[config.mk]
export PLATFORM = sky130hd
export DESIGN_NAME = reg_file_flat
export DESIGN_NICKNAME = d
export VERILOG_FILES = /design/src/verilog/opl3_pkg.sv /design/src/verilog/reg_wr_if.sv /design/src/verilog/reg_file.sv /design/src/flat_wrapper.sv
export SDC_FILE = /design/constraint.sdc
export NUM_CORES = 2
export LEC_CHECK = 0
export ABC_CLOCK_PERIOD_IN_PS = 4250
export BUFFER_PORTS_ARGS = -buffer_cell sky130_fd_sc_hd__buf_2
export CORE_MARGIN = 2
export CORE_UTILIZATION = 40
export DETAILED_ROUTE_END_ITERATION = 8
export PLACE_DENSITY_LB_ADDON = 0.12
export SYNTH_ARGS = -nofsm -noshare
export SYNTH_HDL_FRONTEND = slang
export SYNTH_SLANG_ARGS = --single-unit
[constraint.sdc]
create_clock -name clk -period 4.25 [get_ports clk]
set_input_delay 0.2125 -clock clk [delete_from_list [all_inputs] [get_ports clk]]
set_output_delay 0.2125 -clock clk [all_outputs]
set_load 0.01 [all_outputs]
[src/verilog/opl3_pkg.sv]
// ======================================================================
// opl3 host side shared definitions
// widths of the data paths, timer register indices,
// control register bits and status byte layout
// ======================================================================
package opl3_pkg;

    localparam int REG_DATA_W  = 8;               // host data, register data, status
    localparam int REG_ADDR_W  = 8;               // index within one bank
    localparam int HOST_ADDR_W = 2;               // host bus address

    typedef logic [REG_DATA_W-1:0]  reg_data_t;
    typedef logic [REG_ADDR_W-1:0]  reg_addr_t;
    typedef logic [HOST_ADDR_W-1:0] host_addr_t;
    typedef logic                   bank_t;

    // host bus address bits
    localparam int HOST_SEL_DATA = 0;             // 0 address write, 1 data write
    localparam int HOST_BANK     = 1;             // bank select

    // timer registers, bank 0
    localparam reg_addr_t TIMER1_REG     = 8'h02; // timer 1 preset
    localparam reg_addr_t TIMER2_REG     = 8'h03; // timer 2 preset
    localparam reg_addr_t TIMER_CTRL_REG = 8'h04; // flags reset, masks, start bits

    // control register bits
    localparam int CTRL_IRQ_RST = 7;              // clears both flags, nothing else
    localparam int CTRL_MASK_T1 = 6;
    localparam int CTRL_MASK_T2 = 5;
    localparam int CTRL_ST_T2   = 1;
    localparam int CTRL_ST_T1   = 0;

    // status byte, all other bits read 0
    localparam int ST_IRQ = 7;                    // or of both flags
    localparam int ST_FT1 = 6;
    localparam int ST_FT2 = 5;

    // timer 2 runs at a quarter of the base tick
    localparam int TIMER2_PRESCALE = 4;

endpackage
[src/verilog/reg_wr_if.sv]
// ======================================================================
// register write channel
// carries single-cycle write strobes from the host block
// to the register file and the timers
// ======================================================================
interface reg_wr_if;
    import opl3_pkg::*;

    logic      valid;    // one clk cycle per write
    bank_t     bank;     // stable while valid
    reg_addr_t address;
    reg_data_t data;

    // host side drives, consumers only look
    modport src (
        output valid,
        output bank,
        output address,
        output data
    );

    modport dst (
        input valid,
        input bank,
        input address,
        input data
    );

endinterface

[src/verilog/reg_file.sv]
// ======================================================================
// register file
// two banks of 256 bytes written by the register write strobe,
// one registered read port for the sound engine
// ======================================================================
module reg_file (
    input  logic                 clk,
    input  logic                 reset,
    reg_wr_if.dst                reg_wr,
    input  opl3_pkg::bank_t      i_reg_rd_bank,
    input  opl3_pkg::reg_addr_t  i_reg_rd_addr,
    output opl3_pkg::reg_data_t  o_reg_rd_data
);
    import opl3_pkg::*;

    localparam int NUM_BANKS = 1 << $bits(bank_t);
    localparam int BANK_SIZE = 1 << $bits(reg_addr_t);

    reg_data_t regs [NUM_BANKS][BANK_SIZE];

    // write port
    always_ff @(posedge clk) begin
        if (reset) begin
            for (int b = 0; b < NUM_BANKS; b++) begin
                for (int a = 0; a < BANK_SIZE; a++) begin
                    regs[b][a] <= '0;             // whole array cleared
                end
            end
        end else if (reg_wr.valid) begin
            regs[reg_wr.bank][reg_wr.address] <= reg_wr.data;
        end
    end

    // read port, one cycle latency
    always_ff @(posedge clk) begin
        if (reset)
            o_reg_rd_data <= '0;
        else
            o_reg_rd_data <= regs[i_reg_rd_bank][i_reg_rd_addr];
    end

endmodule

[src/flat_wrapper.sv]
// flat-port wrapper written by rule: the top's interface ports become plain ports
module reg_file_flat import opl3_pkg::*;
  (clk, reset, i_reg_rd_bank, i_reg_rd_addr, o_reg_rd_data, reg_wr_valid, reg_wr_bank, reg_wr_address, reg_wr_data);
  reg_wr_if reg_wr_i ();
  input  logic clk;
  input  logic reset;
  input  opl3_pkg::bank_t i_reg_rd_bank;
  input  opl3_pkg::reg_addr_t i_reg_rd_addr;
  output opl3_pkg::reg_data_t o_reg_rd_data;
  input wire logic [$bits(reg_wr_i.valid)-1:0] reg_wr_valid;
  input wire logic [$bits(reg_wr_i.bank)-1:0] reg_wr_bank;
  input wire logic [$bits(reg_wr_i.address)-1:0] reg_wr_address;
  input wire logic [$bits(reg_wr_i.data)-1:0] reg_wr_data;
  assign reg_wr_i.valid = reg_wr_valid;
  assign reg_wr_i.bank = reg_wr_bank;
  assign reg_wr_i.address = reg_wr_address;
  assign reg_wr_i.data = reg_wr_data;
  reg_file u_core (.clk(clk), .reset(reset), .reg_wr(reg_wr_i), .i_reg_rd_bank(i_reg_rd_bank), .i_reg_rd_addr(i_reg_rd_addr), .o_reg_rd_data(o_reg_rd_data));
endmodule
==> metrics.csv <==
metric,value,unit
outcome,finished clean,
yosys_warnings,0,
antenna_found_initial,57,
cp_max_fo,14,
layout-drive-gt1-share,20.3,%
leakage,74.7,nW
worst_path_largest_cell_delay,990,ps
synthFlopType,edfxtp_1,
endpoint_kind,flop,
min_period,3540,ps
r2r_end,u_core.o_reg_rd_data[3],
ant_nets,0,
yosysUniqueCellTypes,79,
fillers,38100,
max_slew_margin,12.4,%
cts_tree,built,
worst_slack,712,ps
required,5190,ps
cts_setup_buffers,0,
reg2reg_from,u_core.regs[0][1803],
rrSetupSlack,840,ps
final_common_cell,edfxtp_1,
tns,0,ps
hold_ws,74.3,ps
fmax,0.283,GHz
slowest_stage,nor3_1,
maxCapViolations,0,
crit_cells,11,
wl_per_cell,37.1,µm
area_growth,12.8,%
period_share,83.2,%
rsz0062_at_grt,no,
drv_slew,0,
pin_count,37,
start_kind,input pin,
power,94.4,mW
rr_worst_depth,8,
clock_skew,62.1,ps
drtIter0Drc,14800,
nNetsFinal,10600,
layout_common_cells,"4096 x edfxtp_1, 2059 x and3_1, 792 x mux4_2, 448 x clkbuf_16, 430 x buf_4",
path_buf_inv,4,
crit_end,u_core.o_reg_rd_data[4],
ir_drop,0.000362,V
cts_max_level,5,
place_worst_setup_slack,-279,ps
die-width,671,µm
finalHoldViolCount,0,
cts_buffer_depth,4,
dieArea,450000,µm²
start_util,40.1,%
path_delay_family,simple AND/OR/NAND/NOR gates,
cp_cell_sequence,dlygate4sd3_1 -> buf_2 -> nand2b_1 -> buf_4 -> nor3_2 -> buf_4 -> a41oi_1 -> nand4_1 -> nor3_1 -> nand4_1 -> o211ai_1,
track_usage,27.3,%
setup_violations,0,
cts_resized,0,
place_congestion,0.872,
clk_pin_slew,60,ps
drc,0,
clock_latency,1020,ps
grt-ovfl-total,0,
syn_inst,10700,
die_y,671,µm
avgSynthCellArea,16.6,µm²
worstMarginPinSlew,1310,ps
worstHoldPathType,in2reg,
grt_pass1_vias,106000,
viasPerCell,6.28,
p_per_area,470,nW/µm²
vias,106000,
hpwlAfterDp,376000,µm
row_count,245,
startpoint,i_reg_rd_addr[5],
synth_edf_count,4096,
synth_seq_cells,4104,
port_buffers,36,
syn-cell-area,178000,µm²
grt_max_degree,145,
grt_pass1_wl,870000,µm
cts_num_sinks,4104,
wl,627000,µm
criticalPathCategory,in2reg,
synth_nets,10800,
synth-async-reset-ratio,0,%
root_buffer,clkbuf_16,
dr.pass1.iters,6,
core_area,444000,µm²
cts_buffers,439,
critPathArrivalTime,4480,ps
synth-seq-area-share,69.2,%
[stage by stage]
stage	util [%]	area, µm²	cells
6_report	45.2	201000	16900
5_1_grt	45.2	201000	16900
4_1_cts	45.2	201000	16900
3_5_place_dp	42.0	187000	16100
3_3_place_gp	42.0	187000	16100
2_1_floorplan	-	178000	10700
[synthesized netlist by cell type, types with 19 or more instances]
cell      number  area (µm²)
o221ai_1      47         412
clkbuf_1     876        3290
mux4_1        70        1840
a22o_1        21         184
buf_1         28         105
nor2_1       369        1390
buf_2        163         816
o21ai_0       57         285
mux4_2       792       17800
buf_6         59         664
a22oi_1      140        1050
nor4_1        36         225
nand2b_1      19         119
a221oi_1      43         377
mux2_2        65         732
a21o_1       257        1930
and3_1      2059       12900
buf_4         57         428
o22ai_1      118         738
nor2b_1       20         125
buf_8         36         541
mux2i_1      281        2810
nand4_1       30         188
o211ai_1      23         173
edfxtp_1    4096      123000
nor3_1       102         510
o22a_1        24         210
a21oi_1      370        1850
nand3_1       75         375
nand2_1      164         616
and2_1        27         169
[state kept, by name, summed over array words and instances (netlist names)]
signal	count
u_core.regs	4096
u_core.o_reg_rd_data	8
[worst min-delay path by stage]
stage	to	cells after the start	slack, ps	start
final	u_core.regs[0][1545]	4	70	reg_wr_address[6]
after global routing	u_core.regs[0][1540]	4	80	reg_wr_address[6]
after CTS	u_core.regs[0][1540]	4	10	reg_wr_address[6]
after detailed placement	u_core.regs[0][1632]	2	770	reg_wr_data[0]
after global placement	u_core.regs[0][1632]	2	770	reg_wr_data[0]
after floorplan	o_reg_rd_data[0]	0	520	u_core.o_reg_rd_data[0]
[kinds of logic (layout without fill, tap and decap cells)]
group	after synthesis	in the layout	share of synthesized area (%)
flops	4104	4104	69.2
other cells	0	32	0
simple gates	2972	2972	9.67
mux	1208	1208	13.0
compound gates	1214	1214	4.61
buf+inv	1247	1453	3.51
[per-layer routing]
metal	track usage [%]	vias up	part of all wire (%)
met5	0	-	0.012
met3	4.50	875	8.3
met4	8.16	12	3.3
met2	43.6	5284	47
met1	38.6	57000	41
li1	-	42900	-
[power breakdown]
group	switching (mW)	internal (mW)	total [mW]
Clock	16.5	21.3	37.8
Combinational	5.36	2.63	7.98
Sequential	0.812	47.8	48.6
[worst reg2reg max path: stages (launching register included)]
cell	delay, ps
edfxtp_1	370
mux4_1	580
a22oi_1	250
nand3_1	240
a2111oi_1	1150
buf_4	300
nor4_2	130
nand4_1	170
o211ai_1	110
[repair_timing]
| item | CTS | global route |
|---|---|---|
| endpoints found under the setup margin | 0 | 0 |
| endpoints found under the hold margin | 365 | 0 |
| hold buffers | 12 | 0 |
[final cells by class]
| type | instances | area (µm²) | share of cell area [%] |
|---|---|---|---|
| Timing Repair Buffer | 644 | 7000 | 3.49 |
| Inverter | 4 | 17.5 | 0.00872 |
| Antenna cell | 32 | 80.1 | 0.0399 |
| Multi-Input combinational cell | 5394 | 49200 | 24.5 |
| Clock buffer | 534 | 11600 | 5.77 |
| Tap cell | 5928 | 7420 | 3.69 |
| Sequential cell | 4104 | 123000 | 61.3 |
| Clock inverter | 271 | 2320 | 1.15 |
(Power assumes the default switching activity.)
