`config.mk`:
```
export PLATFORM = sky130hd
export DESIGN_NAME = timers_flat
export DESIGN_NICKNAME = d
export VERILOG_FILES = /design/src/verilog/opl3_pkg.sv /design/src/verilog/reg_wr_if.sv /design/src/verilog/timers.sv /design/src/flat_wrapper.sv
export SDC_FILE = /design/constraint.sdc
export NUM_CORES = 1
export LEC_CHECK = 0
export ABC_AREA = 1
export BUFFER_PORTS_ARGS = -buffer_cell sky130_fd_sc_hd__buf_4
export CELL_PAD_IN_SITES_DETAIL_PLACEMENT = 1
export CELL_PAD_IN_SITES_GLOBAL_PLACEMENT = 2
export CORE_MARGIN = 2
export CORE_UTILIZATION = 39
export DETAILED_ROUTE_END_ITERATION = 8
export HOLD_SLACK_MARGIN = 0.06
export PLACE_DENSITY = 0.92
export SLEW_MARGIN = 20
export SYNTH_ARGS = -nofsm -noshare
export SYNTH_HDL_FRONTEND = slang
export SYNTH_SLANG_ARGS = --single-unit
```
`constraint.sdc`:
```
create_clock -name clk -period 2.65 [get_ports clk]
set_input_delay 0.265 -clock clk [delete_from_list [all_inputs] [get_ports clk]]
set_output_delay 0.265 -clock clk [all_outputs]
set_load 0.01 [all_outputs]
```
`src/verilog/opl3_pkg.sv`:
```
// ======================================================================
// opl3 host side shared definitions
// widths of the data paths, timer register indices,
// control register bits and status byte layout
// ======================================================================
package opl3_pkg;

    localparam int REG_DATA_W  = 8;               // host data, register data, status
    localparam int REG_ADDR_W  = 8;               // index within one bank
    localparam int HOST_ADDR_W = 2;               // host bus address

    typedef logic [REG_DATA_W-1:0]  reg_data_t;
    typedef logic [REG_ADDR_W-1:0]  reg_addr_t;
    typedef logic [HOST_ADDR_W-1:0] host_addr_t;
    typedef logic                   bank_t;

    // host bus address bits
    localparam int HOST_SEL_DATA = 0;             // 0 address write, 1 data write
    localparam int HOST_BANK     = 1;             // bank select

    // timer registers, bank 0
    localparam reg_addr_t TIMER1_REG     = 8'h02; // timer 1 preset
    localparam reg_addr_t TIMER2_REG     = 8'h03; // timer 2 preset
    localparam reg_addr_t TIMER_CTRL_REG = 8'h04; // flags reset, masks, start bits

    // control register bits
    localparam int CTRL_IRQ_RST = 7;              // clears both flags, nothing else
    localparam int CTRL_MASK_T1 = 6;
    localparam int CTRL_MASK_T2 = 5;
    localparam int CTRL_ST_T2   = 1;
    localparam int CTRL_ST_T1   = 0;

    // status byte, all other bits read 0
    localparam int ST_IRQ = 7;                    // or of both flags
    localparam int ST_FT1 = 6;
    localparam int ST_FT2 = 5;

    // timer 2 runs at a quarter of the base tick
    localparam int TIMER2_PRESCALE = 4;

endpackage
```
`src/verilog/reg_wr_if.sv`:
```
// ======================================================================
// register write channel
// carries single-cycle write strobes from the host block
// to the register file and the timers
// ======================================================================
interface reg_wr_if;
    import opl3_pkg::*;

    logic      valid;    // one clk cycle per write
    bank_t     bank;     // stable while valid
    reg_addr_t address;
    reg_data_t data;

    // host side drives, consumers only look
    modport src (
        output valid,
        output bank,
        output address,
        output data
    );

    modport dst (
        input valid,
        input bank,
        input address,
        input data
    );

endinterface

```
`src/verilog/timers.sv`:
```
// ======================================================================
// opl3 timers
// timer 1 steps on every base tick, timer 2 on every fourth
// overflow reloads the preset and sets the flag unless masked
// the flags make up the status byte
// ======================================================================
module timers #(
    parameter int TICK_CYCLES = 4
) (
    input  logic                 clk,
    input  logic                 reset,
    reg_wr_if.dst                reg_wr,
    output opl3_pkg::reg_data_t  o_status
);
    import opl3_pkg::*;

    localparam int TICK_W = (TICK_CYCLES > 1) ? $clog2(TICK_CYCLES) : 1;
    localparam int PRE_W  = $clog2(TIMER2_PRESCALE);

    logic [TICK_W-1:0] tick_cnt;
    logic              tick;                      // base tick strobe
    logic [PRE_W-1:0]  prescale_cnt;
    logic              wr_bank0;
    logic              ctrl_wr;
    logic [1:0]        preset_wr;                 // index 0 timer 1, 1 timer 2
    logic [1:0]        start_wr;
    logic [1:0]        mask_wr;
    logic [1:0]        step;                      // count enable per timer
    logic [1:0]        start;
    logic [1:0]        mask;
    logic [1:0]        flag;
    reg_data_t         preset [2];
    reg_data_t         count  [2];

    // base tick and timer 2 prescaler
    assign tick = tick_cnt == TICK_W'(TICK_CYCLES - 1);

    always_ff @(posedge clk) begin
        if (reset) begin
            tick_cnt     <= '0;
            prescale_cnt <= '0;
        end else begin
            tick_cnt <= tick ? '0 : tick_cnt + 1'b1;
            if (tick)
                prescale_cnt <= prescale_cnt + 1'b1; // wraps at four
        end
    end

    assign step[0] = tick;
    assign step[1] = tick && prescale_cnt == PRE_W'(TIMER2_PRESCALE - 1);

    // bank 0 register decode
    assign wr_bank0     = reg_wr.valid && reg_wr.bank == 1'b0;
    assign preset_wr[0] = wr_bank0 && reg_wr.address == TIMER1_REG;
    assign preset_wr[1] = wr_bank0 && reg_wr.address == TIMER2_REG;
    assign ctrl_wr      = wr_bank0 && reg_wr.address == TIMER_CTRL_REG;
    assign start_wr     = {reg_wr.data[CTRL_ST_T2], reg_wr.data[CTRL_ST_T1]};
    assign mask_wr      = {reg_wr.data[CTRL_MASK_T2], reg_wr.data[CTRL_MASK_T1]};

    always_ff @(posedge clk) begin
        if (reset) begin
            start <= '0;
            mask  <= '0;
            flag  <= '0;
            for (int i = 0; i < 2; i++) begin
                preset[i] <= '0;
                count[i]  <= '0;
            end
        end else begin
            for (int i = 0; i < 2; i++) begin
                if (preset_wr[i])
                    preset[i] <= reg_wr.data;
                if (ctrl_wr && !reg_wr.data[CTRL_IRQ_RST] && start_wr[i] && !start[i]) begin
                    count[i] <= preset[i];        // start loads the preset
                end else if (start[i] && step[i]) begin
                    if (count[i] == '1) begin
                        count[i] <= preset[i];    // overflow, reload
                        if (!mask[i])
                            flag[i] <= 1'b1;
                    end else begin
                        count[i] <= count[i] + 1'b1;
                    end
                end
            end
            if (ctrl_wr) begin
                if (reg_wr.data[CTRL_IRQ_RST]) begin
                    flag <= '0;                   // irq reset wins over overflow
                end else begin
                    start <= start_wr;
                    mask  <= mask_wr;
                end
            end
        end
    end

    // status byte
    always_comb begin
        o_status         = '0;
        o_status[ST_IRQ] = |flag;
        o_status[ST_FT1] = flag[0];
        o_status[ST_FT2] = flag[1];
    end

endmodule

```
`src/flat_wrapper.sv`:
```
// flat-port wrapper written by rule: the top's interface ports become plain ports
module timers_flat import opl3_pkg::*;
#(
    parameter int TICK_CYCLES = 4
)
  (clk, reset, o_status, reg_wr_valid, reg_wr_bank, reg_wr_address, reg_wr_data);
  reg_wr_if reg_wr_i ();
  input  logic clk;
  input  logic reset;
  output opl3_pkg::reg_data_t o_status;
  input wire logic [$bits(reg_wr_i.valid)-1:0] reg_wr_valid;
  input wire logic [$bits(reg_wr_i.bank)-1:0] reg_wr_bank;
  input wire logic [$bits(reg_wr_i.address)-1:0] reg_wr_address;
  input wire logic [$bits(reg_wr_i.data)-1:0] reg_wr_data;
  assign reg_wr_i.valid = reg_wr_valid;
  assign reg_wr_i.bank = reg_wr_bank;
  assign reg_wr_i.address = reg_wr_address;
  assign reg_wr_i.data = reg_wr_data;
  timers #(.TICK_CYCLES(TICK_CYCLES)) u_core (.clk(clk), .reset(reset), .reg_wr(reg_wr_i), .o_status(o_status));
endmodule
```
==> summary.txt, run 1 <==
Cell area after layout: 2570 sq um
Worst min path class: in -> reg
Hold Startpoint: reset
Leak Pwr: 1.07 nW
Maximum VDD drop: 0.269 mV
Area delta synth->final: 12.2%
Routed vias: 1617
Cell Area, Placed: 2490 sq um
Setup Viol. Count Final: 0
Tcrit/Tclk final: 66.1%
GRT overflow: 0
IO buf count: 22
Final Net Count: 292
CTS tree: done
Buf/Inv on CP: 0
Cts hold-fix bufs: 0
Hold slack: 224 ps
Total GRT Usage: 16.1%
Die area: 6510 sq um
Ant. Diodes: 0
DRT iter0 DRCs: 102
First-pass GRT wire length: 7.87 mm
Cts bufs inserted: 5
R2R depth: 10
Outcome: finished clean
R2r setup slk: 900 ps
Arrival @ worst endpoint: 1800 ps
Worst flop-to-flop path startpoint: u_core.count[1][0]$_DFFE_PP_
Clk sinks: 42
Router iterations before antenna repair: 4
Initial antenna violation count: 0
Post-CTS setup buffer count: 0
Yosys reg bits: 42
Clk buf depth: 2
RR Endpoint: u_core.count[1][2]$_DFFE_PP_
RSZ-0062 raised after global routing: no
Core area: 5610 sq um
Gp weighted congestion: 0.766
Hold path endpoint: u_core.start[0]$_SDFFE_PP0N_
Slowest-stage cell, CP: edfxtp_1
Yosys warns: 0
Vias per inst: 4.74
Clock latency on the worst-skew pair: 290 ps
Crit path kind: reg -> reg
Total design power: 1.23 mW
Avg Cell Area, Syn: 9.39 sq um
Synth cell types: 33
DRT antenna net count: 0
CTS clk-pin slew, worst paths: 80 ps
Worst Setup End Kind: flop
Die height: 80.7 microns
Min Tclk post-route: 1750 ps
Finished Core Util: 45.9%
DRC: 0
Hold Path Depth: 2
Vias in the first global route: 1656
Worst Path Max Fanout: 7
Achievable frequency: 0.570 GHz
Largest net degree at the start of global routing: 14
Setup TNS: 0 ps
Fraction of layout cells with a size suffix above 1: 23.8%
PD cells: 479 nW/um^2
Final slew viol count: 0
Die width: 80.7 microns
Cell family with most CP delay: simple AND/OR/NAND/NOR gates
IO Pins: 28
Crit-path max cell delay: 410 ps
Max-cap violations: 0
Detailed-placement wirelength estimate: 3.67 mm
CTS root buf: clkbuf_8
Post-Route WL: 4.57 mm
Row Count: 27
FILL cells: 688
CP Data Required Time: 2700 ps
Synth Instances: 244
Clock Skews: 8.12 ps
Initial Utilization: 40.9%
Final hold violation count: 0
CTS H-tree depth: 2
Sequential cell area fraction in the yosys report: 50.7%
Critical-path cell list: ha_1 > nand2_1 > nor2_2 > nand3_2 > nor2_4 > nand2_4 > nand2_4 > nor2_1 > a21oi_1 > nand2_1
Cts repair resizes: 0
Syn Std Cell Area: 2290 sq um
Startpoint Class: flop
DR WL/cell: 13.4 microns
per-stage QoR:
| step | setup WS, ps | instances |
|---|---|---|
| 2_1_floorplan | 1120 | 248 |
| 3_3_place_gp | 937 | 333 |
| 3_5_place_dp | 890 | 333 |
| 4_1_cts | 879 | 341 |
| 5_1_grt | 720 | 341 |
| 6_report | 897 | 341 |
kinds of logic (layout without fill, tap and decap cells):
kind of cell | after synthesis | in the layout | synth area share (%)
and+or+nand+nor | 117 | 117 | 27.5
DFF | 42 | 42 | 50.7
buffers and inverters | 42 | 63 | 8.46
AOI/OAI and AO/OA | 26 | 26 | 6.44
xor gates and xnor gates | 12 | 12 | 4.59
adders and majority gates | 4 | 4 | 2.18
other | 1 | 5 | 0.164
area by class of cell:
type | count | area (sq um) | area share [%]
sequential | 42 | 1160 | 45.1
timing repair buffer | 22 | 165 | 6.42
inverter | 33 | 124 | 4.82
tap | 72 | 90.1 | 3.50
clock buffer | 8 | 80.1 | 3.11
multi-input combinational | 164 | 952 | 37.0
cells in the mapped netlist:
cell type  instances  area share [%]
nor3_1             2            0.44
xnor2_1            8             3.1
or2_2              1            0.27
o21ai_2            2            0.76
o21ai_0            4            0.87
o21ba_2            1            0.44
ha_1               4             2.2
nand3_2            4             1.7
nor2_2             6             1.6
nand3_4            1            0.76
nand4_4            1            0.93
nand2_2            4             1.1
conb_1             1            0.16
xor2_1             4             1.5
nand2_1           34             5.6
buf_2              2            0.44
nor3b_1            1            0.33
nor2_1            34             5.6
nand4_2            2             1.1
inv_2              7             1.1
buf_8              1            0.65
o211ai_1           1            0.33
o21ai_1            4            0.87
inv_1             25             4.1
a21boi_0           1            0.33
clkinv_1           1            0.16
nor2_4             4             2.0
buf_4              6             2.0
a21oi_1           13             2.8
edfxtp_1          32              42
nand3_1           19             4.1
nand2_4            4             2.0
dfxtp_1           10             8.7
worst max path at each step:
| stage | depth (start not counted) | startpoint | slack [ps] | endpoint |
|---|---|---|---|---|
| after global routing | 10 | u_core.count[1][0]$_DFFE_PP_ | 720 | u_core.count[1][7]$_DFFE_PP_ |
| final | 10 | u_core.count[1][0]$_DFFE_PP_ | 900 | u_core.count[1][2]$_DFFE_PP_ |
| after floorplan | 10 | u_core.count[1][0]$_DFFE_PP_ | 1120 | u_core.count[1][2]$_DFFE_PP_ |
| after detailed placement | 8 | u_core.count[0][0]$_SDFFCE_PP0P_ | 890 | u_core.count[0][7]$_SDFFCE_PP0P_ |
| after CTS | 8 | u_core.count[0][0]$_SDFFCE_PP0P_ | 880 | u_core.count[0][7]$_SDFFCE_PP0P_ |
| after global placement | 8 | u_core.count[0][0]$_SDFFCE_PP0P_ | 940 | u_core.count[0][7]$_SDFFCE_PP0P_ |
layout by cell type (no fill, tap or decap), drive strengths merged, types with 5 or more instances in the layout:
| cell type | instances |
|---|---|
| a21oi | 13 |
| buf | 22 |
| clkbuf | 8 |
| conb | 5 |
| dfxtp | 10 |
| edfxtp | 32 |
| inv | 32 |
| nand2 | 42 |
| nand3 | 24 |
| nor2 | 44 |
| o21ai | 10 |
| xnor2 | 8 |
layer usage:
metal | up-vias | global-route usage, % | routed length (microns)
met5 | - | 0 | 0
met4 | 0 | 4.58 | 51
met3 | 6 | 3.37 | 147
met2 | 32 | 28.2 | 2310
met1 | 746 | 19.9 | 2070
li1 | 833 | - | -
state kept, by name, indices dropped and copies added (netlist names):
register,flops
u_core.mask,2
u_core.count,16
u_core.preset,16
u_core.tick_cnt,2
u_core.prescale_cnt,2
u_core.start,2
u_core.flag,2
where the power goes:
group / internal [mW] / switching (mW)
Combinational: 0.0395 / 0.0531
Clock: 0.187 / 0.205
Sequential: 0.731 / 0.0164
Note: power is estimated with default switching activity, not from simulation.
==> run 2, diff against run 1 <==
Settings changed: CORE_UTILIZATION 39 to 36, PLACE_DENSITY 0.92 to 0.87.
Clock period 2.65 ns to 1.75 ns, I/O delays scaled along.
==> summary.txt, run 2 (same netlist as run 1, synthesis figures left out) <==
Worst Setup End Kind: flop
Worst Path Max Fanout: 7
Finished Core Util: 44.7%
RSZ-0062 raised after global routing: yes
Core area: 6240 sq um
DRC: 0
Post-Route WL: 4.88 mm
Cts hold-fix bufs: 0
Biggest regs: u_core.count: 16 flops, u_core.preset: 16 flops
Die width: 83.8 microns
Crit path kind: reg -> reg
FILL cells: 743
DRT antenna net count: 0
First-pass GRT wire length: 8.07 mm
Leak Pwr: 1.16 nW
Final hold violation count: 0
Fraction of layout cells with a size suffix above 1: 32.0%
Register area: 1160 sq um
Gp weighted congestion: 0.808
Die area: 7020 sq um
Area delta synth->final: 21.8%
Routed vias: 1694
Min Tclk post-route: 1690 ps
Arrival @ worst endpoint: 1760 ps
Setup TNS: 0 ps
CTS tree: done
CP Data Required Time: 1820 ps
Row Count: 29
CTS clk-pin slew, worst paths: 80 ps
PD cells: 739 nW/um^2
Outcome: finished clean
CTS root buf: clkbuf_8
DRT iter0 DRCs: 104
Total design power: 2.06 mW
Most frequent cells in the layout: buf_4, nand2_1, nor2_1, edfxtp_1, inv_1
Initial Utilization: 36.7%
Most common cell after layout, fill and taps aside: buf_4
Detailed-placement wirelength estimate: 3.74 mm
Worst min path class: in -> reg
Vias in the first global route: 1722
Maximum VDD drop: 0.385 mV
Vias per inst: 4.69
Final slew viol count: 0
IO buf count: 22
Total GRT Usage: 14.8%
Clock latency on the worst-skew pair: 310 ps
Largest net degree at the start of global routing: 15
Initial antenna violation count: 0
CTS H-tree depth: 2
IO Pins: 28
Cts bufs inserted: 5
Achievable frequency: 0.591 GHz
Die height: 83.8 microns
DR WL/cell: 13.5 microns
Startpoint Class: flop
Setup Viol. Count Final: 0
Final Net Count: 307
Tcrit/Tclk final: 96.7%
Router iterations before antenna repair: 5
GRT overflow: 0
Area of the multi-input gates: 1010 sq um
Clock Skews: 10.3 ps
Clk sinks: 42
Clk buf depth: 2
Max-cap violations: 0
Ant. Diodes: 0
run 2: repair_timing:
item / CTS / global route
pin swaps: 0 / 8
setup endpoints to repair: 1 / 10
setup buffers: 0 / 8
gates resized for setup: 1 / 13
hold endpoints to repair: 0 / 0
run 2: routing by layer:
layer / global-route usage (%) / part of all wire (%)
met5: 0 / 0
met4: 7.04 / 2.6
met3: 2.67 / 2.7
met2: 26.7 / 52
met1: 16.8 / 43
run 2: critical path, cell delays in order, from the launching register on:
cell and delay, ps:
edfxtp_1 380, ha_2 200, nand2_2 70, nor2_4 130, nand3_2 100, nor2_4 150, nand2_4 100, nand2_8 100
nor2_1 40, a21oi_1 120, nand2_1 60
run 2: power by group:
part | switching, mW | total (mW) | leakage [nW] | internal (mW)
clock network | 0.354 | 0.779 | 0.0504 | 0.424
registers | 0.0252 | 1.13 | 0.404 | 1.11
logic | 0.0829 | 0.152 | 0.709 | 0.0695
total | 0.463 | 2.06 | 1.16 | 1.60
run 2: per-stage QoR:
stage | hold WS, ps | cell area [sq um] | std cells | worst slack, ps
finish | 120 | 2790 | 361 | 57.9
global route | 120 | 2790 | 361 | -51.1
CTS | 107 | 2690 | 353 | 22.7
detailed placement | 416 | 2560 | 345 | 8.58
global placement | 406 | 2560 | 345 | 97.2
floorplan | 339 | 2310 | 248 | 219
run 2: layout make-up:
class	count	share of cell area, %
tap	77	3.45
clock buffer	5	2.46
sequential	42	41.6
multi-input combinational	164	36.1
inverter	33	4.44
timing repair buffer	37	10.4
clock inverter	3	1.61
run 2: final timing paths:
check / from / cells past startpoint / endpoint / slack (ps)
max: u_core.count[1][1]$_DFFE_PP_ / 10 / u_core.count[1][1]$_DFFE_PP_ / 60
max reg2reg: u_core.count[1][1]$_DFFE_PP_ / 10 / u_core.count[1][1]$_DFFE_PP_ / 60
min: reset / 2 / u_core.start[1]$_SDFFE_PP0N_ / 120
min reg2reg: u_core.tick_cnt[0]$_SDFF_PP0_ / 1 / u_core.tick_cnt[0]$_SDFF_PP0_ / 420
